==> config.mk <==
export PLATFORM = sky130hd
export DESIGN_NAME = read_master_top
export DESIGN_NICKNAME = d
export VERILOG_FILES = /design/src/hdl/axi_read_pkg.sv /design/src/hdl/xfer_pkg.sv /design/src/hdl/read_job_if.sv /design/src/hdl/read_request_regs.sv /design/src/hdl/burst_counter.sv /design/src/hdl/ar_issue.sv /design/src/hdl/r_tracker.sv /design/src/hdl/beat_fifo.sv /design/src/hdl/read_master_top.sv
export VERILOG_INCLUDE_DIRS = /design/src /design/src/hdl
export SDC_FILE = /design/constraint.sdc
export NUM_CORES = 2
export LEC_CHECK = 0
export BUFFER_PORTS_ARGS = -buffer_cell sky130_fd_sc_hd__buf_2
export CAP_MARGIN = 20
export CORE_ASPECT_RATIO = 1.1
export CORE_UTILIZATION = 30
export CTS_BUF_LIST = sky130_fd_sc_hd__clkbuf_2 sky130_fd_sc_hd__clkbuf_4 sky130_fd_sc_hd__clkbuf_8
export DETAILED_ROUTE_END_ITERATION = 8
export GPL_ROUTABILITY_DRIVEN = 0
export GPL_TIMING_DRIVEN = 0
export PLACE_DENSITY = 0.5
export SYNTH_ARGS = -nofsm -noshare
export SYNTH_HDL_FRONTEND = slang
export SYNTH_SLANG_ARGS = --single-unit
export TNS_END_PERCENT = 50
==> constraint.sdc <==
create_clock -name aclk -period 6.7 [get_ports aclk]
set_input_delay 1.005 -clock aclk [delete_from_list [all_inputs] [get_ports aclk]]
set_output_delay 1.005 -clock aclk [all_outputs]
set_load 0.01 [all_outputs]
==> src/hdl/read_master_defs.svh <==
////////////////////////////////////////
// Read master defines
// Widths, burst size and in-flight limit
////////////////////////////////////////
`ifndef READ_MASTER_DEFS_SVH
`define READ_MASTER_DEFS_SVH

// Bus widths in bits
`define RM_ADDR_WIDTH      32
`define RM_DATA_WIDTH      32

// Width of the job length in bytes
`define RM_XFER_SIZE_WIDTH 32

// Words in one full burst, kept small for short runs
`define RM_BURST_BEATS     16

// Bursts allowed in flight before the address channel waits
`define RM_MAX_OUTSTANDING 4

// Room for every beat of every outstanding burst
`define RM_FIFO_DEPTH      64

`endif

==> src/hdl/axi_read_pkg.sv <==
////////////////////////////////////////
// Bus-side types of the read master
////////////////////////////////////////
`include "read_master_defs.svh"

package axi_read_pkg;

  // Byte address on the read-address channel
  typedef logic [`RM_ADDR_WIDTH-1:0] addr_t;

  // Burst length minus one, as carried on arlen
  typedef logic [7:0] arlen_t;

  // One data word of the read-data channel
  typedef logic [`RM_DATA_WIDTH-1:0] data_t;

  // Returned word with its end-of-burst flag
  // Data sits in the upper bits, last in bit 0
  typedef struct packed {
    data_t data;
    logic  last;
  } beat_t;

endpackage

==> src/hdl/xfer_pkg.sv <==
////////////////////////////////////////
// Job-side types of the read master
////////////////////////////////////////
`include "read_master_defs.svh"

package xfer_pkg;

  // Total words of a job minus one
  typedef logic [`RM_XFER_SIZE_WIDTH-$clog2(`RM_DATA_WIDTH/8)-1:0] word_count_t;

  // Full-burst steps, i.e. the word total without its in-burst index
  typedef logic [$bits(word_count_t)-$clog2(`RM_BURST_BEATS)-1:0] burst_count_t;

  // Beats in the final burst minus one
  typedef logic [$clog2(`RM_BURST_BEATS)-1:0] beat_index_t;

  // Free outstanding slots, counts 0 up to the limit
  typedef logic [$clog2(`RM_MAX_OUTSTANDING+1)-1:0] outstanding_t;

endpackage

==> src/hdl/read_job_if.sv <==
////////////////////////////////////////
// Decoded read job
// From request registers to issue and tracking
////////////////////////////////////////
`timescale 1ns/1ps
`include "read_master_defs.svh"

interface read_job_if;

  // One-cycle pulse, job fields are valid from here on
  logic                   launch;
  // Burst-aligned start address
  axi_read_pkg::addr_t    base_addr;
  // Bursts to go after the first one
  xfer_pkg::burst_count_t burst_steps;
  // arlen of the final burst
  xfer_pkg::beat_index_t  final_len;

  modport producer (output launch, base_addr, burst_steps, final_len);
  modport issuer   (input  launch, base_addr, burst_steps, final_len);
  modport tracker  (input  launch, burst_steps);

endinterface

==> src/hdl/read_request_regs.sv <==
////////////////////////////////////////
// Read request registers
// Captures a job at start and decodes it
////////////////////////////////////////
`timescale 1ns/1ps
`include "read_master_defs.svh"

module read_request_regs (
  input  logic                           aclk,
  input  logic                           areset,
  input  logic                           start,
  input  axi_read_pkg::addr_t            addr_offset,
  input  logic [`RM_XFER_SIZE_WIDTH-1:0] xfer_size,
  read_job_if.producer                   job
);

  // Byte-in-word and word-in-burst index widths
  localparam int word_lsb  = $clog2(`RM_DATA_WIDTH/8);
  localparam int burst_lsb = $clog2(`RM_BURST_BEATS);
  // Offset bits inside one burst of bytes
  localparam axi_read_pkg::addr_t burst_mask =
    axi_read_pkg::addr_t'(`RM_BURST_BEATS * `RM_DATA_WIDTH / 8 - 1);

  xfer_pkg::word_count_t total_m1_r;
  axi_read_pkg::addr_t   base_r;
  logic                  start_d1;
  logic                  start_d2;

  // Job capture on start
  always_ff @(posedge aclk) begin
    if (start) begin
      // Partial word rounds up, so the truncated count is already length minus one
      if (xfer_size[word_lsb-1:0] != '0)
        total_m1_r <= xfer_size[`RM_XFER_SIZE_WIDTH-1:word_lsb];
      else
        total_m1_r <= xfer_size[`RM_XFER_SIZE_WIDTH-1:word_lsb] - 1'b1;
      // Align down to the burst boundary
      base_r <= addr_offset & ~burst_mask;
    end
  end

  // Two-stage start delay, gives the decode below a settled total
  always_ff @(posedge aclk) begin
    if (areset) begin
      start_d1 <= 1'b0;
      start_d2 <= 1'b0;
    end else begin
      start_d1 <= start;
      start_d2 <= start_d1;
    end
  end

  assign job.launch      = start_d2;
  assign job.base_addr   = base_r;
  // Upper bits count full-burst steps, lower bits give the last arlen
  assign job.burst_steps = total_m1_r[$bits(xfer_pkg::word_count_t)-1:burst_lsb];
  assign job.final_len   = total_m1_r[burst_lsb-1:0];

endmodule

==> src/hdl/burst_counter.sv <==
////////////////////////////////////////
// Loadable up/down counter with zero flag
////////////////////////////////////////
`timescale 1ns/1ps
`include "read_master_defs.svh"

module burst_counter #(
  parameter int               width       = 8,
  parameter logic [width-1:0] reset_value = '0
) (
  input  logic             aclk,
  input  logic             areset,
  input  logic             load,
  input  logic [width-1:0] load_value,
  input  logic             incr,
  input  logic             decr,
  output logic [width-1:0] count,
  output logic             is_zero
);

  logic [width-1:0] count_r;

  // Load wins, incr with decr cancels out
  always_ff @(posedge aclk) begin
    if (areset) begin
      count_r <= reset_value;
    end else if (load) begin
      count_r <= load_value;
    end else if (incr && !decr) begin
      count_r <= count_r + 1'b1;
    end else if (decr && !incr) begin
      count_r <= count_r - 1'b1;
    end
  end

  assign count   = count_r;
  assign is_zero = (count_r == '0);

endmodule

==> src/hdl/ar_issue.sv <==
////////////////////////////////////////
// Read-address issue
// Steps bursts, limits those in flight
////////////////////////////////////////
`timescale 1ns/1ps
`include "read_master_defs.svh"

module ar_issue (
  input  logic                   aclk,
  input  logic                   areset,
  read_job_if.issuer             job,
  input  logic                   credit_return,
  output logic                   arvalid,
  input  logic                   arready,
  output axi_read_pkg::addr_t    araddr,
  output axi_read_pkg::arlen_t   arlen
);

  logic                arvalid_r;
  logic                idle_r;
  axi_read_pkg::addr_t addr_r;
  logic                arxfer;
  logic                last_burst;
  logic                no_slots;

  assign arxfer = arvalid_r & arready;

  ////////////////////////////////////////
  // Burst and slot counters
  ////////////////////////////////////////
  // Remaining bursts, zero means the final one is up; held at zero once there
  burst_counter #(.width($bits(xfer_pkg::burst_count_t))) u_remaining (
    .aclk (aclk), .areset (areset),
    .load (job.launch), .load_value (job.burst_steps),
    .incr (1'b0), .decr (arxfer & ~last_burst),
    .count (), .is_zero (last_burst)
  );

  // Free slots, starts full and comes back as bursts leave the stream
  burst_counter #(
    .width       ($bits(xfer_pkg::outstanding_t)),
    .reset_value (xfer_pkg::outstanding_t'(`RM_MAX_OUTSTANDING))
  ) u_slots (
    .aclk (aclk), .areset (areset),
    .load (1'b0), .load_value ('0),
    .incr (credit_return), .decr (arxfer),
    .count (), .is_zero (no_slots)
  );

  ////////////////////////////////////////
  // Address channel
  ////////////////////////////////////////
  always_ff @(posedge aclk) begin
    if (areset) begin
      idle_r    <= 1'b1;
      arvalid_r <= 1'b0;
    end else begin
      if (job.launch)
        idle_r <= 1'b0;
      else if (arxfer && last_burst)
        idle_r <= 1'b1;
      // Raise when work and a slot exist, hold until accepted
      if (!idle_r && !no_slots && !arvalid_r)
        arvalid_r <= 1'b1;
      else if (arready)
        arvalid_r <= 1'b0;
    end
  end

  // One burst of bytes per accepted request
  always_ff @(posedge aclk) begin
    if (job.launch)
      addr_r <= job.base_addr;
    else if (arxfer)
      addr_r <= addr_r + axi_read_pkg::addr_t'(`RM_BURST_BEATS * `RM_DATA_WIDTH / 8);
  end

  assign arvalid = arvalid_r;
  assign araddr  = addr_r;
  assign arlen   = last_burst ? axi_read_pkg::arlen_t'(job.final_len)
                              : axi_read_pkg::arlen_t'(`RM_BURST_BEATS - 1);

endmodule

==> src/hdl/r_tracker.sv <==
////////////////////////////////////////
// Read-data tracker
// Counts finished bursts, flags job done
////////////////////////////////////////
`timescale 1ns/1ps
`include "read_master_defs.svh"

module r_tracker (
  input  logic        aclk,
  input  logic        areset,
  read_job_if.tracker job,
  input  logic        rvalid,
  input  logic        rlast,
  output logic        done
);

  logic burst_end;
  logic final_burst;
  logic done_r;

  // Ready is tied high, so a valid last beat ends a burst
  assign burst_end = rvalid & rlast;

  // Bursts still to finish after the current one
  burst_counter #(.width($bits(xfer_pkg::burst_count_t))) u_remaining (
    .aclk (aclk), .areset (areset),
    .load (job.launch), .load_value (job.burst_steps),
    .incr (1'b0), .decr (burst_end & ~final_burst),
    .count (), .is_zero (final_burst)
  );

  // Single-cycle pulse after the last beat of the final burst
  always_ff @(posedge aclk) begin
    if (areset)
      done_r <= 1'b0;
    else
      done_r <= burst_end & final_burst;
  end

  assign done = done_r;

endmodule

==> src/hdl/beat_fifo.sv <==
////////////////////////////////////////
// Beat FIFO, show-ahead with a registered head
////////////////////////////////////////
`timescale 1ns/1ps
`include "read_master_defs.svh"

module beat_fifo (
  input  logic                aclk,
  input  logic                areset,
  input  logic                push,
  input  axi_read_pkg::beat_t push_beat,
  input  logic                pop_ready,
  output logic                pop_valid,
  output axi_read_pkg::beat_t pop_beat
);

  localparam int idx_width = $clog2(`RM_FIFO_DEPTH);

  axi_read_pkg::beat_t  mem [`RM_FIFO_DEPTH];
  // Extra top bit tells full from empty
  logic [idx_width:0]   wr_ptr;
  logic [idx_width:0]   rd_ptr;
  logic                 head_valid_r;
  axi_read_pkg::beat_t  head_r;
  logic                 empty;
  logic                 pop;
  logic                 load_head;

  assign empty     = (wr_ptr == rd_ptr);
  assign pop       = head_valid_r & pop_ready;
  // Refill the head when it is free or leaving this cycle
  assign load_head = !empty && (!head_valid_r || pop);

  // Write side
  always_ff @(posedge aclk) begin
    if (push)
      mem[wr_ptr[idx_width-1:0]] <= push_beat;
  end

  always_ff @(posedge aclk) begin
    if (areset)
      wr_ptr <= '0;
    else if (push)
      wr_ptr <= wr_ptr + 1'b1;
  end

  // Read side and head register
  always_ff @(posedge aclk) begin
    if (areset) begin
      rd_ptr       <= '0;
      head_valid_r <= 1'b0;
    end else if (load_head) begin
      rd_ptr       <= rd_ptr + 1'b1;
      head_valid_r <= 1'b1;
    end else if (pop) begin
      head_valid_r <= 1'b0;
    end
  end

  always_ff @(posedge aclk) begin
    if (load_head)
      head_r <= mem[rd_ptr[idx_width-1:0]];
  end

  assign pop_valid = head_valid_r;
  assign pop_beat  = head_r;

endmodule

==> src/hdl/read_master_top.sv <==
////////////////////////////////////////
// Burst read master
// Memory-mapped reads out as a beat stream
////////////////////////////////////////
`timescale 1ns/1ps
`include "read_master_defs.svh"

module read_master_top (
  input  logic                           aclk,
  input  logic                           areset,
  // Job control
  input  logic                           ctrl_start,
  output logic                           ctrl_done,
  input  axi_read_pkg::addr_t            ctrl_addr_offset,
  input  logic [`RM_XFER_SIZE_WIDTH-1:0] ctrl_xfer_size_in_bytes,
  // Read-address channel
  output logic                           m_axi_arvalid,
  input  logic                           m_axi_arready,
  output axi_read_pkg::addr_t            m_axi_araddr,
  output axi_read_pkg::arlen_t           m_axi_arlen,
  // Read-data channel
  input  logic                           m_axi_rvalid,
  output logic                           m_axi_rready,
  input  axi_read_pkg::data_t            m_axi_rdata,
  input  logic                           m_axi_rlast,
  // Stream out
  output logic                           m_axis_tvalid,
  input  logic                           m_axis_tready,
  output axi_read_pkg::data_t            m_axis_tdata,
  output logic                           m_axis_tlast
);

  read_job_if job ();

  axi_read_pkg::beat_t r_beat;
  axi_read_pkg::beat_t s_beat;
  logic                credit_return;

  // FIFO always has room, so read data is never stalled
  assign m_axi_rready  = 1'b1;
  assign r_beat        = '{data: m_axi_rdata, last: m_axi_rlast};
  assign m_axis_tdata  = s_beat.data;
  assign m_axis_tlast  = s_beat.last;
  // A burst frees its slot once its last beat leaves on the stream
  assign credit_return = m_axis_tvalid & m_axis_tready & m_axis_tlast;

  read_request_regs u_request (
    .aclk (aclk), .areset (areset), .start (ctrl_start),
    .addr_offset (ctrl_addr_offset), .xfer_size (ctrl_xfer_size_in_bytes),
    .job (job.producer)
  );

  ar_issue u_ar_issue (
    .aclk (aclk), .areset (areset), .job (job.issuer),
    .credit_return (credit_return),
    .arvalid (m_axi_arvalid), .arready (m_axi_arready),
    .araddr (m_axi_araddr), .arlen (m_axi_arlen)
  );

  r_tracker u_r_tracker (
    .aclk (aclk), .areset (areset), .job (job.tracker),
    .rvalid (m_axi_rvalid), .rlast (m_axi_rlast), .done (ctrl_done)
  );

  // Pushes straight from rvalid since ready is tied high
  beat_fifo u_fifo (
    .aclk (aclk), .areset (areset),
    .push (m_axi_rvalid), .push_beat (r_beat),
    .pop_ready (m_axis_tready), .pop_valid (m_axis_tvalid), .pop_beat (s_beat)
  );

endmodule

==> flow_summary.json <==
{
  "ir_drop_mv": 0.210,
  "grt_overflow": 0,
  "critPathRequiredTime_ns": 7.35,
  "cts_made_buffers": 383,
  "post-route-cell-area_mm2": 0.107,
  "critPathKind": "flip-flop to flip-flop",
  "vias_per_cell": 5.27,
  "max_freq_mhz": 178,
  "dp_hpwl_um": 202000,
  "clkTransAtPathRegs_ns": 0.07,
  "ant_nets": 0,
  "grt_antenna_before_repair": 23,
  "n_fill_cell": 27400,
  "path_cells": "buf_2 -> buf_2 -> buf_2 -> buf_1 -> mux4_2 -> mux2i_1 -> o21ai_0 -> o311ai_0 -> nand2_1",
  "finalWirelength_um": 299000,
  "drive_gt1_share_pct": 32.8,
  "grt_pass1_wl_um": 404000,
  "hold_class": "primary input to flip-flop",
  "whs_path_depth": 1,
  "leakagePower_nw": 32.9,
  "synth-seq-area-share_pct": 76.5,
  "clk_path_buf_depth": 4,
  "finalSetupViolCount": 0,
  "fin_nets": 5079,
  "async_flop_share_pct": 0,
  "floorplan.die.width_um": 523,
  "hold_viol": 0,
  "insertion_delay_ns": 1.09,
  "core_area_mm2": 0.295,
  "start_util_pct": 30.3,
  "drc_errors": 0,
  "root_buffer": "clkbuf_8",
  "crit-reg2reg-launch": "u_fifo.rd_ptr[1]",
  "drtIter0Drc": 5513,
  "regArea_mm2": 0.0684,
  "grt_max_degree": 65,
  "syn2layout_area_growth_pct": 19.3,
  "maxUsedRoutingLayer": "met5",
  "vias": 48300,
  "htreeDepth": 5,
  "routed_wire_length_per_instance_um": 32.5,
  "multi_input_area_mm2": 0.0205,
  "tightest_slew_ns": 1.20,
  "end_kind": "flip-flop",
  "finalCriticalPeriod_ns": 5.61,
  "wl_met3_um": 24100,
  "cts.hold.buffers_added": 0,
  "synth_flop_cell": "edfxtp_1",
  "postCtsSetupBuffers": 0,
  "wl_met2_um": 144000,
  "die_area_mm2": 0.300,
  "postPlaceCellArea_mm2": 0.0987,
  "setup_ws_ns": 1.09,
  "crit_path_frequent_cell": "buf_2",
  "worstHoldStart": "ctrl_addr_offset[16]",
  "timing.reg2reg.setup_slack_ns": 1.09,
  "ios": 180,
  "r2r_cells": 9,
  "slew_violations": 0,
  "cp_slowest_cell": "o311ai_0",
  "synth_area_leader_cell": "edfxtp_1",
  "whs_ns": 0.172,
  "synth-edff-count": 2227,
  "path_max_fanout": 10,
  "fin_skew_ns": 0.0933,
  "drv_cap": 0,
  "synthCells": 4225,
  "reg2reg_to": "u_fifo.pop_beat[4]",
  "timing.final.crit_share_pct": 83.7,
  "port_buffers": 161,
  "pwr_density_cell_mw_per_mm2": 332,
  "grt_use_total_pct": 19.6,
  "cp_num_buf_inv": 4,
  "grt_pass1_vias": 48800,
  "cts.repair.resized": 0,
  "synth.top_cell.area_share_pct": 74.8,
  "post-place-ws_ns": 1.20,
  "rsz0062_at_grt": "false",
  "setup_tns_ns": 0,
  "cpPeakStageDelay_ns": 0.92,
  "whs_endpoint": "u_request.job.base_addr[16]",
  "syn_avg_cell_area_um2": 21.2,
  "crit_family": "buffers and inverters",
  "cp.arrival_ns": 6.26,
  "yosysWarningCount": 0,
  "cts_tree": "built",
  "start_kind": "flip-flop",
  "first_pass_iters": 6,
  "rows": 209,
  "ys_types": 71,
  "slew_headroom_pct": 20.3,
  "ys_ff_latch": 2302,
  "clock-sinks": 2302,
  "status": "finished clean",
  "die_y_um": 575,
  "syn-cell-area_mm2": 0.0894,
  "met1_length_um": 117000,
  "synthTopCellsByArea": "edfxtp_1 (75%), mux4_2 (14%), dfxtp_1 (1.7%), mux2i_1 (1.6%), nand2_1 (0.54%)"
}
-- per-stage QoR --
| step | power (mW) | instances | util, % |
|---|---|---|---|
| after floorplan | 20.4 | 4234 | - |
| after global placement | 23.3 | 8298 | 32.2 |
| after detailed placement | 23.4 | 8459 | 33.4 |
| after CTS | 35.8 | 9147 | 35.9 |
| after global routing | 36.6 | 9174 | 36.1 |
| final | 35.4 | 9180 | 36.1 |
-- cell usage in the layout, fill, tap and decap left out, drive strengths merged, types with 75 or more instances in the layout --
cell,instances
nand2,128
o21ai,84
nor2,123
dfxtp,75
edfxtp,2227
mux2i,140
clkbuf,639
buf,478
mux4,542
clkinv,128
-- cell type report --
cell class	instances	area share, %
clock inverters	151	0.915
inverters	16	0.0563
clock buffers	537	6.08
flip-flops and latches	2302	64.1
plain buffers	234	0.985
diodes	7	0.0164
well taps	3903	4.58
multi-input cells	1682	19.2
repair buffers	348	4.11
-- worst max-delay path by stage --
stage / from / endpoint / cells past startpoint
floorplan: m_axi_rvalid / u_fifo.mem[40][0] / 4
global placement: m_axi_rvalid / u_fifo.mem[40][10] / 5
detailed placement: u_fifo.rd_ptr[1] / u_fifo.pop_beat[4] / 9
CTS: u_fifo.rd_ptr[1] / u_fifo.pop_beat[4] / 9
global route: u_fifo.rd_ptr[1] / u_fifo.pop_beat[4] / 9
finish: u_fifo.rd_ptr[1] / u_fifo.pop_beat[4] / 9
-- routing by layer --
metal  up-vias  track usage (%)
met5         -                0
li1      19300                -
met1     26100             25.0
met4         4             8.49
met3       604             4.09
met2      2331             32.1
-- registers in the layout, summed over array words and instances (netlist names) --
signal                         cells
u_fifo.mem                      2112
u_fifo.pop_beat                   33
u_request.total_m1_r              30
u_ar_issue.araddr                 26
u_ar_issue.u_remaining.count      26
u_r_tracker.u_remaining.count     26
u_request.job.base_addr           26
u_fifo.rd_ptr                      7
u_fifo.wr_ptr                      7
u_ar_issue.u_slots.count           3
u_ar_issue.arvalid                 1
u_ar_issue.idle_r                  1
u_fifo.pop_valid                   1
u_r_tracker.done                   1
u_request.job.launch               1
u_request.start_d1                 1
-- cells in the mapped netlist (all sizes together), types with 8 or more instances --
cell	count
o21a	25
o22ai	19
nor4	29
o2111ai	11
buf	133
ha	8
nor3	41
nand3	37
mux2i	140
or3	17
o22a	9
a31oi	11
clkbuf	101
edfxtp	2227
and3	11
inv	15
a21oi	31
o221a	10
mux2	34
or2	8
nor2	123
a22oi	54
o21ai	84
a2111oi	9
mux4	542
dfxtp	75
xnor2	31
nand2b	10
and2	9
or4	15
o31a	34
nand4	21
xor2	53
nand2	128
a211oi	16
o211ai	10
a21boi	17
nor2b	14
-- logic make-up after synthesis --
logic type	count (synthesis)	share of synthesized area, %
DFF	2302	76.5
muxes	716	15.6
buffers and inverters	250	1.23
and+or+nand+nor	486	2.70
xor gates and xnor gates	84	0.823
adders and majority gates	9	0.134
AOI/OAI and AO/OA	376	2.98
other	2	0.00840
-- report_power, final --
group          leakage [nW]  internal, mW  switching, mW
logic                  8.20          2.77           4.12
clock network          3.94          6.50           5.85
registers              20.7          16.1          0.102
Note: power is estimated with default switching activity, not from simulation.
